===== src/logic/vmq_macros.svh =====
`ifndef VMQ_MACROS_SVH
`define VMQ_MACROS_SVH

// bus side
`define VMQ_ADDR_W 32
`define VMQ_MBUS_W 32

// vector side
`define VMQ_RVV_W 64

// log2 of every buffer depth, also the longest burst
`define VMQ_DEPTH_BITS 4

`endif


===== src/logic/vmq_pkg.sv =====
`include "vmq_macros.svh"

package vmq_pkg;

    typedef logic [`VMQ_ADDR_W-1:0] addr_t;
    typedef logic [`VMQ_MBUS_W-1:0] word_t;
    typedef logic [`VMQ_RVV_W-1:0]  elem_t;  // high half lives at addr + 4
    typedef logic [`VMQ_DEPTH_BITS:0] count_t;

    // store queue entry, one vector element
    typedef struct packed {
        addr_t addr;
        elem_t data;
        logic  last;
    } st_entry_t;

    // load queue entry
    typedef struct packed {
        addr_t addr;
        logic  last;
    } ld_entry_t;

    typedef enum logic [1:0] {
        REG_CTRL    = 2'd0,  // bit 0 load enable, bit 1 store enable
        REG_STATUS  = 2'd1,  // bit 0 sticky bus error, w1c
        REG_LD_DONE = 2'd2,
        REG_ST_DONE = 2'd3
    } reg_addr_t;

endpackage


===== src/logic/sync_fifo.sv =====
`timescale 1ns/10ps
`include "vmq_macros.svh"

module sync_fifo
    import vmq_pkg::*;
#(
    parameter type payload_t = word_t,
    parameter int  depth_bits = `VMQ_DEPTH_BITS
) (
    input  logic     clk,
    input  logic     reset,
    input  logic     push,
    input  payload_t push_data,
    input  logic     pop,
    output payload_t pop_data,
    output logic     full,
    output logic     empty,
    output count_t   level
);
    localparam int depth = 1 << depth_bits;

    payload_t              mem [depth];
    logic [depth_bits-1:0] wr_ptr;
    logic [depth_bits-1:0] rd_ptr;
    count_t                count;
    logic                  do_push;
    logic                  do_pop;

    assign do_push  = push && !full;
    assign do_pop   = pop && !empty;
    assign full     = (count == count_t'(depth));
    assign empty    = (count == '0);
    assign level    = count;
    assign pop_data = mem[rd_ptr];  // head visible with no read latency

    always_ff @(posedge clk) begin
        if (do_push) begin
            mem[wr_ptr] <= push_data;
        end
    end

    always_ff @(posedge clk) begin
        if (reset) begin
            wr_ptr <= '0;
            rd_ptr <= '0;
            count  <= '0;
        end else begin
            if (do_push) begin
                wr_ptr <= wr_ptr + 1'b1;
            end
            if (do_pop) begin
                rd_ptr <= rd_ptr + 1'b1;
            end
            count <= count + count_t'(do_push) - count_t'(do_pop);
        end
    end

    // upstream logic is expected to respect full and empty
    no_overflow: assert property (@(posedge clk) disable iff (reset) !(push && full))
        else $error("sync_fifo push while full");
    no_underflow: assert property (@(posedge clk) disable iff (reset) !(pop && empty))
        else $error("sync_fifo pop while empty");

endmodule


===== src/logic/store_beat_splitter.sv =====
`timescale 1ns/10ps
`include "vmq_macros.svh"

module store_beat_splitter
    import vmq_pkg::*;
(
    input  logic  clk,
    input  logic  reset,
    input  logic  enable,
    input  logic  st_valid,
    input  addr_t st_addr,
    input  elem_t st_data,
    input  logic  st_last,
    input  logic  aw_ready,
    input  logic  b_valid,
    input  logic  b_err,
    output logic  st_full,
    output logic  aw_valid,
    output addr_t aw_addr,
    output word_t w_data,
    output logic  st_done,
    output logic  bus_error
);
    localparam int word_bytes = `VMQ_MBUS_W / 8;

    st_entry_t                  in_entry;
    st_entry_t                  head;
    logic                       fifo_empty;
    logic                       half;       // 0 low word, 1 high word
    logic                       beat_fire;
    logic                       last_sent;
    logic [`VMQ_DEPTH_BITS+1:0] issued_cnt; // two beats per element
    logic [`VMQ_DEPTH_BITS+1:0] resp_cnt;

    assign in_entry = '{addr: st_addr, data: st_data, last: st_last};

    sync_fifo #(
        .payload_t(st_entry_t)
    ) st_fifo (
        .clk      (clk),
        .reset    (reset),
        .push     (st_valid && !st_full),
        .push_data(in_entry),
        .pop      (beat_fire && half),    // entry leaves after its high beat
        .pop_data (head),
        .full     (st_full),
        .empty    (fifo_empty),
        .level    ()
    );

    // a pair already started finishes even when the path gets disabled;
    // after the last beat of a burst, wait for all responses
    assign aw_valid  = !fifo_empty && !last_sent && (enable || half);
    assign aw_addr   = half ? head.addr + addr_t'(word_bytes) : head.addr;
    assign w_data    = half ? head.data[`VMQ_RVV_W-1:`VMQ_MBUS_W] : head.data[`VMQ_MBUS_W-1:0];
    assign beat_fire = aw_valid && aw_ready;

    assign st_done   = last_sent && (resp_cnt == issued_cnt);
    assign bus_error = b_valid && b_err;

    always_ff @(posedge clk) begin
        if (reset) begin
            half       <= 1'b0;
            last_sent  <= 1'b0;
            issued_cnt <= '0;
            resp_cnt   <= '0;
        end else begin
            if (beat_fire) begin
                half       <= !half;
                issued_cnt <= issued_cnt + 1'b1;
                if (half && head.last) begin
                    last_sent <= 1'b1;
                end
            end
            if (b_valid) begin
                resp_cnt <= resp_cnt + 1'b1;
            end
            if (st_done) begin  // burst closed, start counting the next one
                last_sent  <= 1'b0;
                issued_cnt <= '0;
                resp_cnt   <= '0;
            end
        end
    end

    // every response must belong to a beat already accepted by the bus
    b_has_beat: assert property (@(posedge clk) disable iff (reset)
        b_valid |-> (resp_cnt < issued_cnt))
        else $error("write response with no beat outstanding");

endmodule


===== src/logic/load_beat_merger.sv =====
`timescale 1ns/10ps
`include "vmq_macros.svh"

module load_beat_merger
    import vmq_pkg::*;
(
    input  logic  clk,
    input  logic  reset,
    input  logic  enable,
    input  logic  ld_req,
    input  addr_t ld_addr,
    input  logic  ld_last,
    input  logic  ar_ready,
    input  logic  r_valid,
    input  word_t r_data,
    input  logic  ld_ready,
    output logic  ld_full,
    output logic  ar_valid,
    output addr_t ar_addr,
    output logic  ld_valid,
    output elem_t ld_data,
    output logic  ld_done
);
    localparam int word_bytes = `VMQ_MBUS_W / 8;

    ld_entry_t in_entry;
    ld_entry_t head;
    word_t     lo_word;
    word_t     hi_word;
    count_t    lo_level;
    count_t    hi_level;
    count_t    burst_len;   // elements issued in this burst
    count_t    out_cnt;
    logic      addr_empty;
    logic      half;
    logic      rd_half;     // half of the read in flight
    logic      outstanding;
    logic      len_final;   // last address of the burst issued
    logic      streaming;
    logic      ar_fire;
    logic      lo_push;
    logic      hi_push;
    logic      out_fire;

    assign in_entry = '{addr: ld_addr, last: ld_last};

    sync_fifo #(
        .payload_t(ld_entry_t)
    ) addr_fifo (
        .clk      (clk),
        .reset    (reset),
        .push     (ld_req && !ld_full),
        .push_data(in_entry),
        .pop      (ar_fire && half),
        .pop_data (head),
        .full     (ld_full),
        .empty    (addr_empty),
        .level    ()
    );

    sync_fifo #(
        .payload_t(word_t)
    ) lo_fifo (
        .clk      (clk),
        .reset    (reset),
        .push     (lo_push),
        .push_data(r_data),
        .pop      (out_fire),
        .pop_data (lo_word),
        .full     (),
        .empty    (),
        .level    (lo_level)
    );

    sync_fifo #(
        .payload_t(word_t)
    ) hi_fifo (
        .clk      (clk),
        .reset    (reset),
        .push     (hi_push),
        .push_data(r_data),
        .pop      (out_fire),
        .pop_data (hi_word),
        .full     (),
        .empty    (),
        .level    (hi_level)
    );

    assign ar_valid = !addr_empty && !outstanding && !len_final && (enable || half);
    assign ar_addr  = half ? head.addr + addr_t'(word_bytes) : head.addr;
    assign ar_fire  = ar_valid && ar_ready;

    assign lo_push  = r_valid && outstanding && !rd_half;
    assign hi_push  = r_valid && outstanding && rd_half;

    assign ld_valid = streaming;
    assign ld_data  = {hi_word, lo_word};
    assign out_fire = ld_valid && ld_ready;
    assign ld_done  = out_fire && (out_cnt == burst_len - 1'b1);

    always_ff @(posedge clk) begin
        if (reset) begin
            half        <= 1'b0;
            rd_half     <= 1'b0;
            outstanding <= 1'b0;
            len_final   <= 1'b0;
            streaming   <= 1'b0;
            burst_len   <= '0;
            out_cnt     <= '0;
        end else begin
            if (ar_fire) begin
                half        <= !half;
                rd_half     <= half;
                outstanding <= 1'b1;
                if (half) begin
                    burst_len <= burst_len + 1'b1;
                    if (head.last) begin
                        len_final <= 1'b1;
                    end
                end
            end else if (r_valid) begin
                outstanding <= 1'b0;
            end
            // both halves of every element are back
            if (len_final && !streaming && lo_level == burst_len && hi_level == burst_len) begin
                streaming <= 1'b1;
            end
            if (out_fire) begin
                out_cnt <= out_cnt + 1'b1;
            end
            if (ld_done) begin
                streaming <= 1'b0;
                len_final <= 1'b0;
                burst_len <= '0;
                out_cnt   <= '0;
            end
        end
    end

    r_when_outstanding: assert property (@(posedge clk) disable iff (reset)
        r_valid |-> outstanding)
        else $error("read data with no read outstanding");

endmodule


===== src/logic/queue_ctrl_regs.sv =====
`timescale 1ns/10ps

module queue_ctrl_regs
    import vmq_pkg::*;
(
    input  logic      clk,
    input  logic      reset,
    input  logic      cfg_req,
    input  logic      cfg_write,
    input  reg_addr_t cfg_addr,
    input  word_t     cfg_wdata,
    input  logic      bus_error,
    input  logic      ld_done,
    input  logic      st_done,
    output logic      cfg_ack,
    output word_t     cfg_rdata,
    output logic      load_enable,
    output logic      store_enable
);
    localparam int cnt_w = 16;

    logic             access;
    logic             err_sticky;
    logic             err_clear;
    logic [cnt_w-1:0] ld_cnt;
    logic [cnt_w-1:0] st_cnt;

    // new access only on the rising phase of req
    assign access    = cfg_req && !cfg_ack;
    assign err_clear = access && cfg_write && (cfg_addr == REG_STATUS) && cfg_wdata[0];

    always_ff @(posedge clk) begin
        if (reset) begin
            cfg_ack      <= 1'b0;
            load_enable  <= 1'b1;
            store_enable <= 1'b1;
            err_sticky   <= 1'b0;
            ld_cnt       <= '0;
            st_cnt       <= '0;
        end else begin
            if (access) begin
                cfg_ack <= 1'b1;
                if (cfg_write && cfg_addr == REG_CTRL) begin
                    load_enable  <= cfg_wdata[0];
                    store_enable <= cfg_wdata[1];
                end
            end else if (!cfg_req) begin
                cfg_ack <= 1'b0;
            end
            err_sticky <= (err_sticky && !err_clear) || bus_error;  // a new error wins
            ld_cnt     <= ld_cnt + cnt_w'(ld_done);
            st_cnt     <= st_cnt + cnt_w'(st_done);
        end
    end

    always_ff @(posedge clk) begin
        if (access) begin
            case (cfg_addr)
                REG_CTRL:    cfg_rdata <= {30'b0, store_enable, load_enable};
                REG_STATUS:  cfg_rdata <= {31'b0, err_sticky};
                REG_LD_DONE: cfg_rdata <= {16'b0, ld_cnt};
                REG_ST_DONE: cfg_rdata <= {16'b0, st_cnt};
                default:     cfg_rdata <= '0;
            endcase
        end
    end

    // request fields stay put while req is held
    req_fields_stable: assert property (@(posedge clk) disable iff (reset)
        (cfg_req && $past(cfg_req)) |->
            ($stable(cfg_write) && $stable(cfg_addr) && $stable(cfg_wdata)))
        else $error("cfg request fields changed while cfg_req was held");

endmodule


===== src/logic/vec_mem_queue.sv =====
`timescale 1ns/10ps

module vec_mem_queue
    import vmq_pkg::*;
(
    input  logic      clk,
    input  logic      reset,
    // vector store side
    input  logic      st_valid,
    input  addr_t     st_addr,
    input  elem_t     st_data,
    input  logic      st_last,
    output logic      st_full,
    output logic      st_done,
    // vector load side
    input  logic      ld_req,
    input  addr_t     ld_addr,
    input  logic      ld_last,
    output logic      ld_full,
    output logic      ld_valid,
    output elem_t     ld_data,
    input  logic      ld_ready,
    output logic      ld_done,
    // memory bus
    output logic      aw_valid,
    input  logic      aw_ready,
    output addr_t     aw_addr,
    output word_t     w_data,
    input  logic      b_valid,
    input  logic      b_err,
    output logic      ar_valid,
    input  logic      ar_ready,
    output addr_t     ar_addr,
    input  logic      r_valid,
    input  word_t     r_data,
    // register port
    input  logic      cfg_req,
    input  logic      cfg_write,
    input  reg_addr_t cfg_addr,
    input  word_t     cfg_wdata,
    output logic      cfg_ack,
    output word_t     cfg_rdata
);
    logic load_enable;
    logic store_enable;
    logic bus_error;

    queue_ctrl_regs u_regs (
        .clk, .reset, .cfg_req, .cfg_write, .cfg_addr, .cfg_wdata,
        .bus_error, .ld_done, .st_done,
        .cfg_ack, .cfg_rdata, .load_enable, .store_enable
    );

    store_beat_splitter u_store (
        .clk, .reset, .enable(store_enable),
        .st_valid, .st_addr, .st_data, .st_last,
        .aw_ready, .b_valid, .b_err,
        .st_full, .aw_valid, .aw_addr, .w_data, .st_done, .bus_error
    );

    load_beat_merger u_load (
        .clk, .reset, .enable(load_enable),
        .ld_req, .ld_addr, .ld_last,
        .ar_ready, .r_valid, .r_data, .ld_ready,
        .ld_full, .ar_valid, .ar_addr, .ld_valid, .ld_data, .ld_done
    );

endmodule


===== config.mk =====
export PLATFORM = sky130hd
export DESIGN_NAME = vec_mem_queue
export DESIGN_NICKNAME = d
export VERILOG_FILES = /design/src/logic/vmq_pkg.sv /design/src/logic/sync_fifo.sv /design/src/logic/store_beat_splitter.sv /design/src/logic/load_beat_merger.sv /design/src/logic/queue_ctrl_regs.sv /design/src/logic/vec_mem_queue.sv
export VERILOG_INCLUDE_DIRS = /design/src /design/src/logic
export SDC_FILE = /design/constraint.sdc
export NUM_CORES = 2
export LEC_CHECK = 0
export BUFFER_PORTS_ARGS = -buffer_cell sky130_fd_sc_hd__buf_4
export CORE_ASPECT_RATIO = 1.1
export CORE_MARGIN = 3
export CORE_UTILIZATION = 55
export CTS_CLUSTER_SIZE = 30
export DETAILED_ROUTE_END_ITERATION = 10
export PLACE_DENSITY = 0.83
export RECOVER_POWER = 50
export SLEW_MARGIN = 20
export SYNTH_ARGS = -nofsm -noshare
export SYNTH_HDL_FRONTEND = slang
export SYNTH_SLANG_ARGS = --single-unit

===== constraint.sdc =====
create_clock -name clk -period 10.25 [get_ports clk]
set_clock_uncertainty 0.05 [all_clocks]
set_input_delay 0.5125 -clock clk [delete_from_list [all_inputs] [get_ports clk]]
set_output_delay 0.5125 -clock clk [all_outputs]
set_load 0.1 [all_outputs]

-- Word-level counts from Yosys, hierarchy flattened
Memories as Yosys holds them, arrays and structs flattened. A register that Yosys moved wholly into a read port is not among the register bits.
Index checks and enable logic that the tools add are counted.
- flip-flop bits (word level): 149
- memory bits (writable): 3104
- memories kept: 4
- memories (memory ; depth ; bits a word ; rd ports ; clocked after memory_dff ; write ports ; line ; source):
    u_store.st_fifo.mem ; 16 ; 97 ; 1 ; 1 ; 1 ; sync_fifo.sv:22 ; payload_t mem [depth];
    u_load.addr_fifo.mem ; 16 ; 33 ; 1 ; 1 ; 1 ; sync_fifo.sv:22 ;
    u_load.hi_fifo.mem ; 16 ; 32 ; 1 ; 1 ; 1 ; sync_fifo.sv:22 ;
    u_load.lo_fifo.mem ; 16 ; 32 ; 1 ; 1 ; 1 ; sync_fifo.sv:22 ;
- add/sub/neg operators: 25
- eq/ne operators: 12
- muxes and demuxes: 24
- reductions and logical operators: 68
- operators with widths (kind ; number):
    $pmux W32 S4 ; 1
    $mux W32 ; 3
    $add A32 B3 Y32 const B ; 2
    $logic_and A1 B1 Y1 ; 36
    $add A16 B1 Y16 ; 2
    $add A4 B1 Y4 const B ; 8
    $mux W4 ; 8
    $add A5 B1 Y5 ; 4
    $eq A5 B5 Y1 const B ; 4
    $logic_not A5 Y1 ; 4
    $sub A5 B1 Y5 ; 4
    $logic_not A1 Y1 ; 17
    $eq A5 B5 Y1 ; 3
    $add A6 B1 Y6 const B ; 2
    $mux W1 ; 12
    $add A5 B1 Y5 const B ; 2
    $eq A6 B6 Y1 ; 1
    $reduce_and A2 Y1 ; 3
    $sub A5 B1 Y5 const B ; 1
    $eq A2 B2 Y1 const B ; 2
    $reduce_or A2 Y1 ; 2
    $logic_or A1 B1 Y1 ; 3
    $reduce_and A3 Y1 ; 1
    $eq A2 B1 Y1 const B ; 1
    other kinds (3) ; 3

-- Longest topological paths before layout
- depth after elaboration: 10
- depth in mapped cells: 18
- mapped depth without buffers: 15

-- Cells and area by module
Synthesis repeated with hierarchy kept, for this count alone.
- cell total of the unflattened synthesis: 5793
- area total of the unflattened synthesis: 125107.5 µm²
- by module, submodules not included (module ; times used ; cells an instance ; area an instance (µm²) ; sequential area each (µm²)):
    sync_fifo (u_store.st_fifo) ; 1 ; 2475 ; 58723.8 ; 46945.0
    sync_fifo (u_load.addr_fifo) ; 1 ; 916 ; 20784.9 ; 16195.5
    sync_fifo (u_load.hi_fifo) ; 1 ; 891 ; 20009.2 ; 15715.1
    sync_fifo (u_load.lo_fifo) ; 1 ; 891 ; 20007.9 ; 15715.1
    queue_ctrl_regs ; 1 ; 236 ; 2404.8 ; 1201.2
    store_beat_splitter ; 1 ; 202 ; 1697.9 ; 280.3
    load_beat_merger ; 1 ; 182 ; 1478.9 ; 300.3

-- Worst setup path after synthesis
OpenSTA, ideal clock, no wires.
- kind: reg-to-reg
- start point: reg u_store.st_fifo.count[2] (netlist: u_store.st_fifo.level[2])
- end point: mem u_store.st_fifo.mem[3][0] (netlist bit), enable pin
- data arrival time: 8.262 ns
- required time: 9.529 ns
- setup slack: 1.266 ns
- stages on the path, launching flop included: 8
- path through: dfxtp_1 inv_1 ha_1 nor4bb_1 nor2b_1 clkbuf_1 nand2_1 nor3_1
- longest elaborated chain between the ends: 6
- RTL lines (item ; line ; source):
    start: declaration ; sync_fifo.sv:25 ; count_t count;
    start signal: assignment ; sync_fifo.sv:54 ; count <= count + count_t'(do_push) - count_t'(do_pop);
    $eq A5 B5 Y1 (*) ; sync_fifo.sv:31 ; assign full = (count == count_t'(depth));
    named net st_full ; vec_mem_queue.sv:13 ; output logic st_full,
    $logic_not A1 Y1 (*) ; sync_fifo.sv:29, store_beat_splitter.sv:42 ;
    $logic_and A1 B1 Y1 ; store_beat_splitter.sv:42 ; .push (st_valid && !st_full),
    $logic_and A1 B1 Y1 (*) ; sync_fifo.sv:29 ; assign do_push = push && !full;
    $mux W1 (*) ; sync_fifo.sv:37 ; if (do_push) begin
    $mux W1 (not written as such) (*) ; sync_fifo.sv:38 ; mem[wr_ptr] <= push_data;
    end: declaration ; sync_fifo.sv:22 ;
The timed path passes the listed nets; every way through them passes the cells marked *.

==> impl_metrics.tcl <==
set metrics [dict create \
    syn_inst 5484 \
    row_count 183 \
    drive_gt1_frac 0.269 \
    nets 6443 \
    p_leak_nw 44.1 \
    netlist.area_leader.share 0.745 \
    highest_layer "met5" \
    crit_path_frequent_cell "buf_4" \
    violations "capacitance limit, slew limit" \
    drc 0 \
    reg2regPathDepth 8 \
    max-slew-margin-rel -1.63 \
    synth_edf_count 3120 \
    synth_area_leaders "edfxtp_1, mux4_2, dfxtp_1" \
    fmax_mhz 148 \
    power_per_cell_area_mw_per_mm2 218 \
    syn_area_mm2 0.126 \
    grt_max_degree 118 \
    cap_violations 21 \
    synth_top_area_cell "edfxtp_1" \
    wl_per_cell_um 36.2 \
    gp_congestion 0.771 \
    syn_area_per_cell_um2 22.9 \
    hold_depth 4 \
    route.met3.wl_mm 36.7 \
    hpwl_mm 156 \
    cpLargestDelayFamily "buffers and inverters" \
    cts_buffers 322 \
    fp.coreArea_mm2 0.227 \
    synth_cell_types 65 \
    crit_type "register to primary output" \
    fillers 13900 \
    cp_max_fo 53 \
    worstPathRequired_ns 9.69 \
    design.portCount 408 \
    clkLatencyLatePin_ns 0.96 \
    seq_area_frac_synth 0.766 \
    antenna_found_initial 44 \
    cts_root_buf "clkbuf_16" \
    rsz0062_at_grt "no" \
    grt_pass1_vias 66300 \
    dp.cells 8631 \
    finalSetupViolations 0 \
    synth_flop_cell "edfxtp_1" \
    viasPerCell 6.83 \
    wl_met1_mm 109 \
    grt_pass1_wl_mm 486 \
    cts_tree "yes" \
    fin_cells 9399 \
    post_cts_buffers 0 \
    cts.path.max_buffers 4 \
    final_antenna_net_count 0 \
    async_flop_share 0 \
    htreeDepth 5 \
    grt.overflow.total 0 \
    vdd_drop_max_v 0.000273 \
    drv_slew 525 \
    hp-class "input port to register" \
    fin_crit_ns 6.77 \
    totalWireLength_mm 340 \
    worst_pin_slew_ns 3.94 \
    initial_core_util 0.555 \
    cp.depth 11 \
    syn2layout_area_growth_pct 13.7 \
    path_cells "buf_4 > buf_4 > mux4_2 > mux2i_1 > a211oi_1 > o22ai_1 > or2_2 > nor4_1 > buf_4 > xor2_1 > buf_4" \
    wl_met2_mm 174 \
    dr.pass1.iters 6 \
    synth.ff_latch_count 3253 \
    ys_warn_count 0 \
    crit_buf_inv 4 \
    min_period_over_period 0.660 \
    cp-start-kind "register" \
    tns_ns 0 \
    cp_slowest_stage_delay_ns 0.81 \
    vias 64200 \
    clk_pin_slew_ns 0.06 \
    dieArea_mm2 0.235 \
    die_x_um 462 \
    port_buffers 361 \
    slowest_stage "buf_4" \
    arrival_ns 6.21 \
    status "finished with violations" \
    drtIter0Drc 9211 \
    grt_usage 0.292 \
    die_h_um 508 \
    end_kind "primary output" \
    clock_sinks 3253 \
    hold_viol_final 0 \
]
==> flip-flops by register name (all words and copies together), names as in the netlist, 5 cells and up, named ones only <==
signal,flops
u_store.issued_cnt,6
u_store.st_fifo.level,5
u_store.st_fifo.mem,1552
u_store.resp_cnt,6
u_regs.ld_cnt,16
u_regs.st_cnt,16
u_load.addr_fifo.mem,528
u_load.lo_fifo.level,5
u_load.addr_fifo.level,5
u_load.hi_fifo.mem,512
u_load.lo_fifo.mem,512
u_load.hi_fifo.level,5
u_load.burst_len,5
u_load.out_cnt,5
u_regs.cfg_rdata,16
==> final timing paths <==
path                             from                          to  slack (ns)
max                          register                 aw_addr[31]        3.48
min                          aw_ready                u_store.half        0.07
max reg2reg  u_store.st_fifo.level[3]  u_store.st_fifo.mem[8][61]        5.71
min reg2reg         u_regs.st_cnt[15]           u_regs.st_cnt[15]        0.46
==> layout by cell type, fill, tap and decap left out, types with 32 or more instances in the layout <==
cell	synthesis	routed
nand2_1	71	71
edfxtp_1	3120	3120
xor2_1	84	84
diode_2	0	32
mux2_2	42	42
clkinv_1	1	67
mux2i_1	56	56
nor2_1	162	146
a21oi_1	42	42
nand3_1	45	45
nor2b_1	42	41
mux4_2	881	881
clkinv_2	0	54
dlygate4sd3_1	0	179
clkbuf_16	0	327
xnor2_1	64	64
inv_1	58	58
clkbuf_1	133	236
ha_1	55	55
dfxtp_1	133	117
mux4_1	44	44
buf_4	35	256
==> power by group <==
part,internal (mW),switching (mW),total (mW)
sequential,14.9,0.204,15.1
combinational,1.41,3.14,4.56
clock,6.48,5.07,11.5
==> logic make-up after synthesis <==
kind of cell,synth area share
AO/OA/AOI/OAI,0.00793
XOR/XNOR,0.0103
adder cells (fa/ha/maj),0.00611
buffers and inverters,0.0138
flip-flops,0.766
multiplexers,0.175
other,0.0000298
AND/OR/NAND/NOR,0.0210
==> layout make-up <==
class                      count  area (um2)  share of cell area
antenna                       32        80.1            0.000560
clock buffer                 380        8400              0.0587
clock inverter               175        1560              0.0109
multi-input combinational   1902       28000               0.196
inverter                      60         230             0.00161
tap                         2960        3700              0.0259
timing repair buffer         637        4730              0.0330
sequential                  3253       96400               0.674
==> synth_stat cells (44+ instances only) <==
library cell	instances
and2_1	52
buf_2	50
clkbuf_1	133
dfxtp_1	133
edfxtp_1	3120
ha_1	55
inv_1	58
mux2i_1	56
mux4_1	44
mux4_2	881
nand2_1	71
nand3_1	45
nor2_1	162
xnor2_1	64
xor2_1	84
==> per-layer routing <==
metal  vias to the layer above  GRT usage
li1                      24500          -
met1                     33300      0.355
met2                      5299      0.488
met3                      1099     0.0678
met4                        12      0.155
met5                         -          0
==> worst reg2reg max path: stages, from the launching register on <==
cell	delay (ns)
dfxtp_1	0.34
inv_1	0.06
ha_1	0.19
nor4bb_1	0.19
nor2b_2	0.54
nand2_1	0.40
nor2_4	0.53
buf_4	0.86
buf_4	0.90
==> through the flow <==
stage                     power (mW)  hold slack [ns]  setup WS [ns]  instance area (um2)  utilization
after global routing            31.9           0.0673           3.34               143000        0.631
after CTS                       31.3          0.00305           3.49               144000        0.634
after detailed placement        19.7            0.420           4.62               132000        0.582
after global placement          19.6            0.423           4.63               132000        0.582
after floorplan                 18.5            0.400           1.27               126000            -
final                           31.2           0.0706           3.48               143000        0.631
==> what timing repair did <==
action                    in CTS  in global routing
gates resized for setup        0                  0
hold buffers                 179                  0
hold endpoints to repair    3148                  0
(Power assumes the default switching activity.)
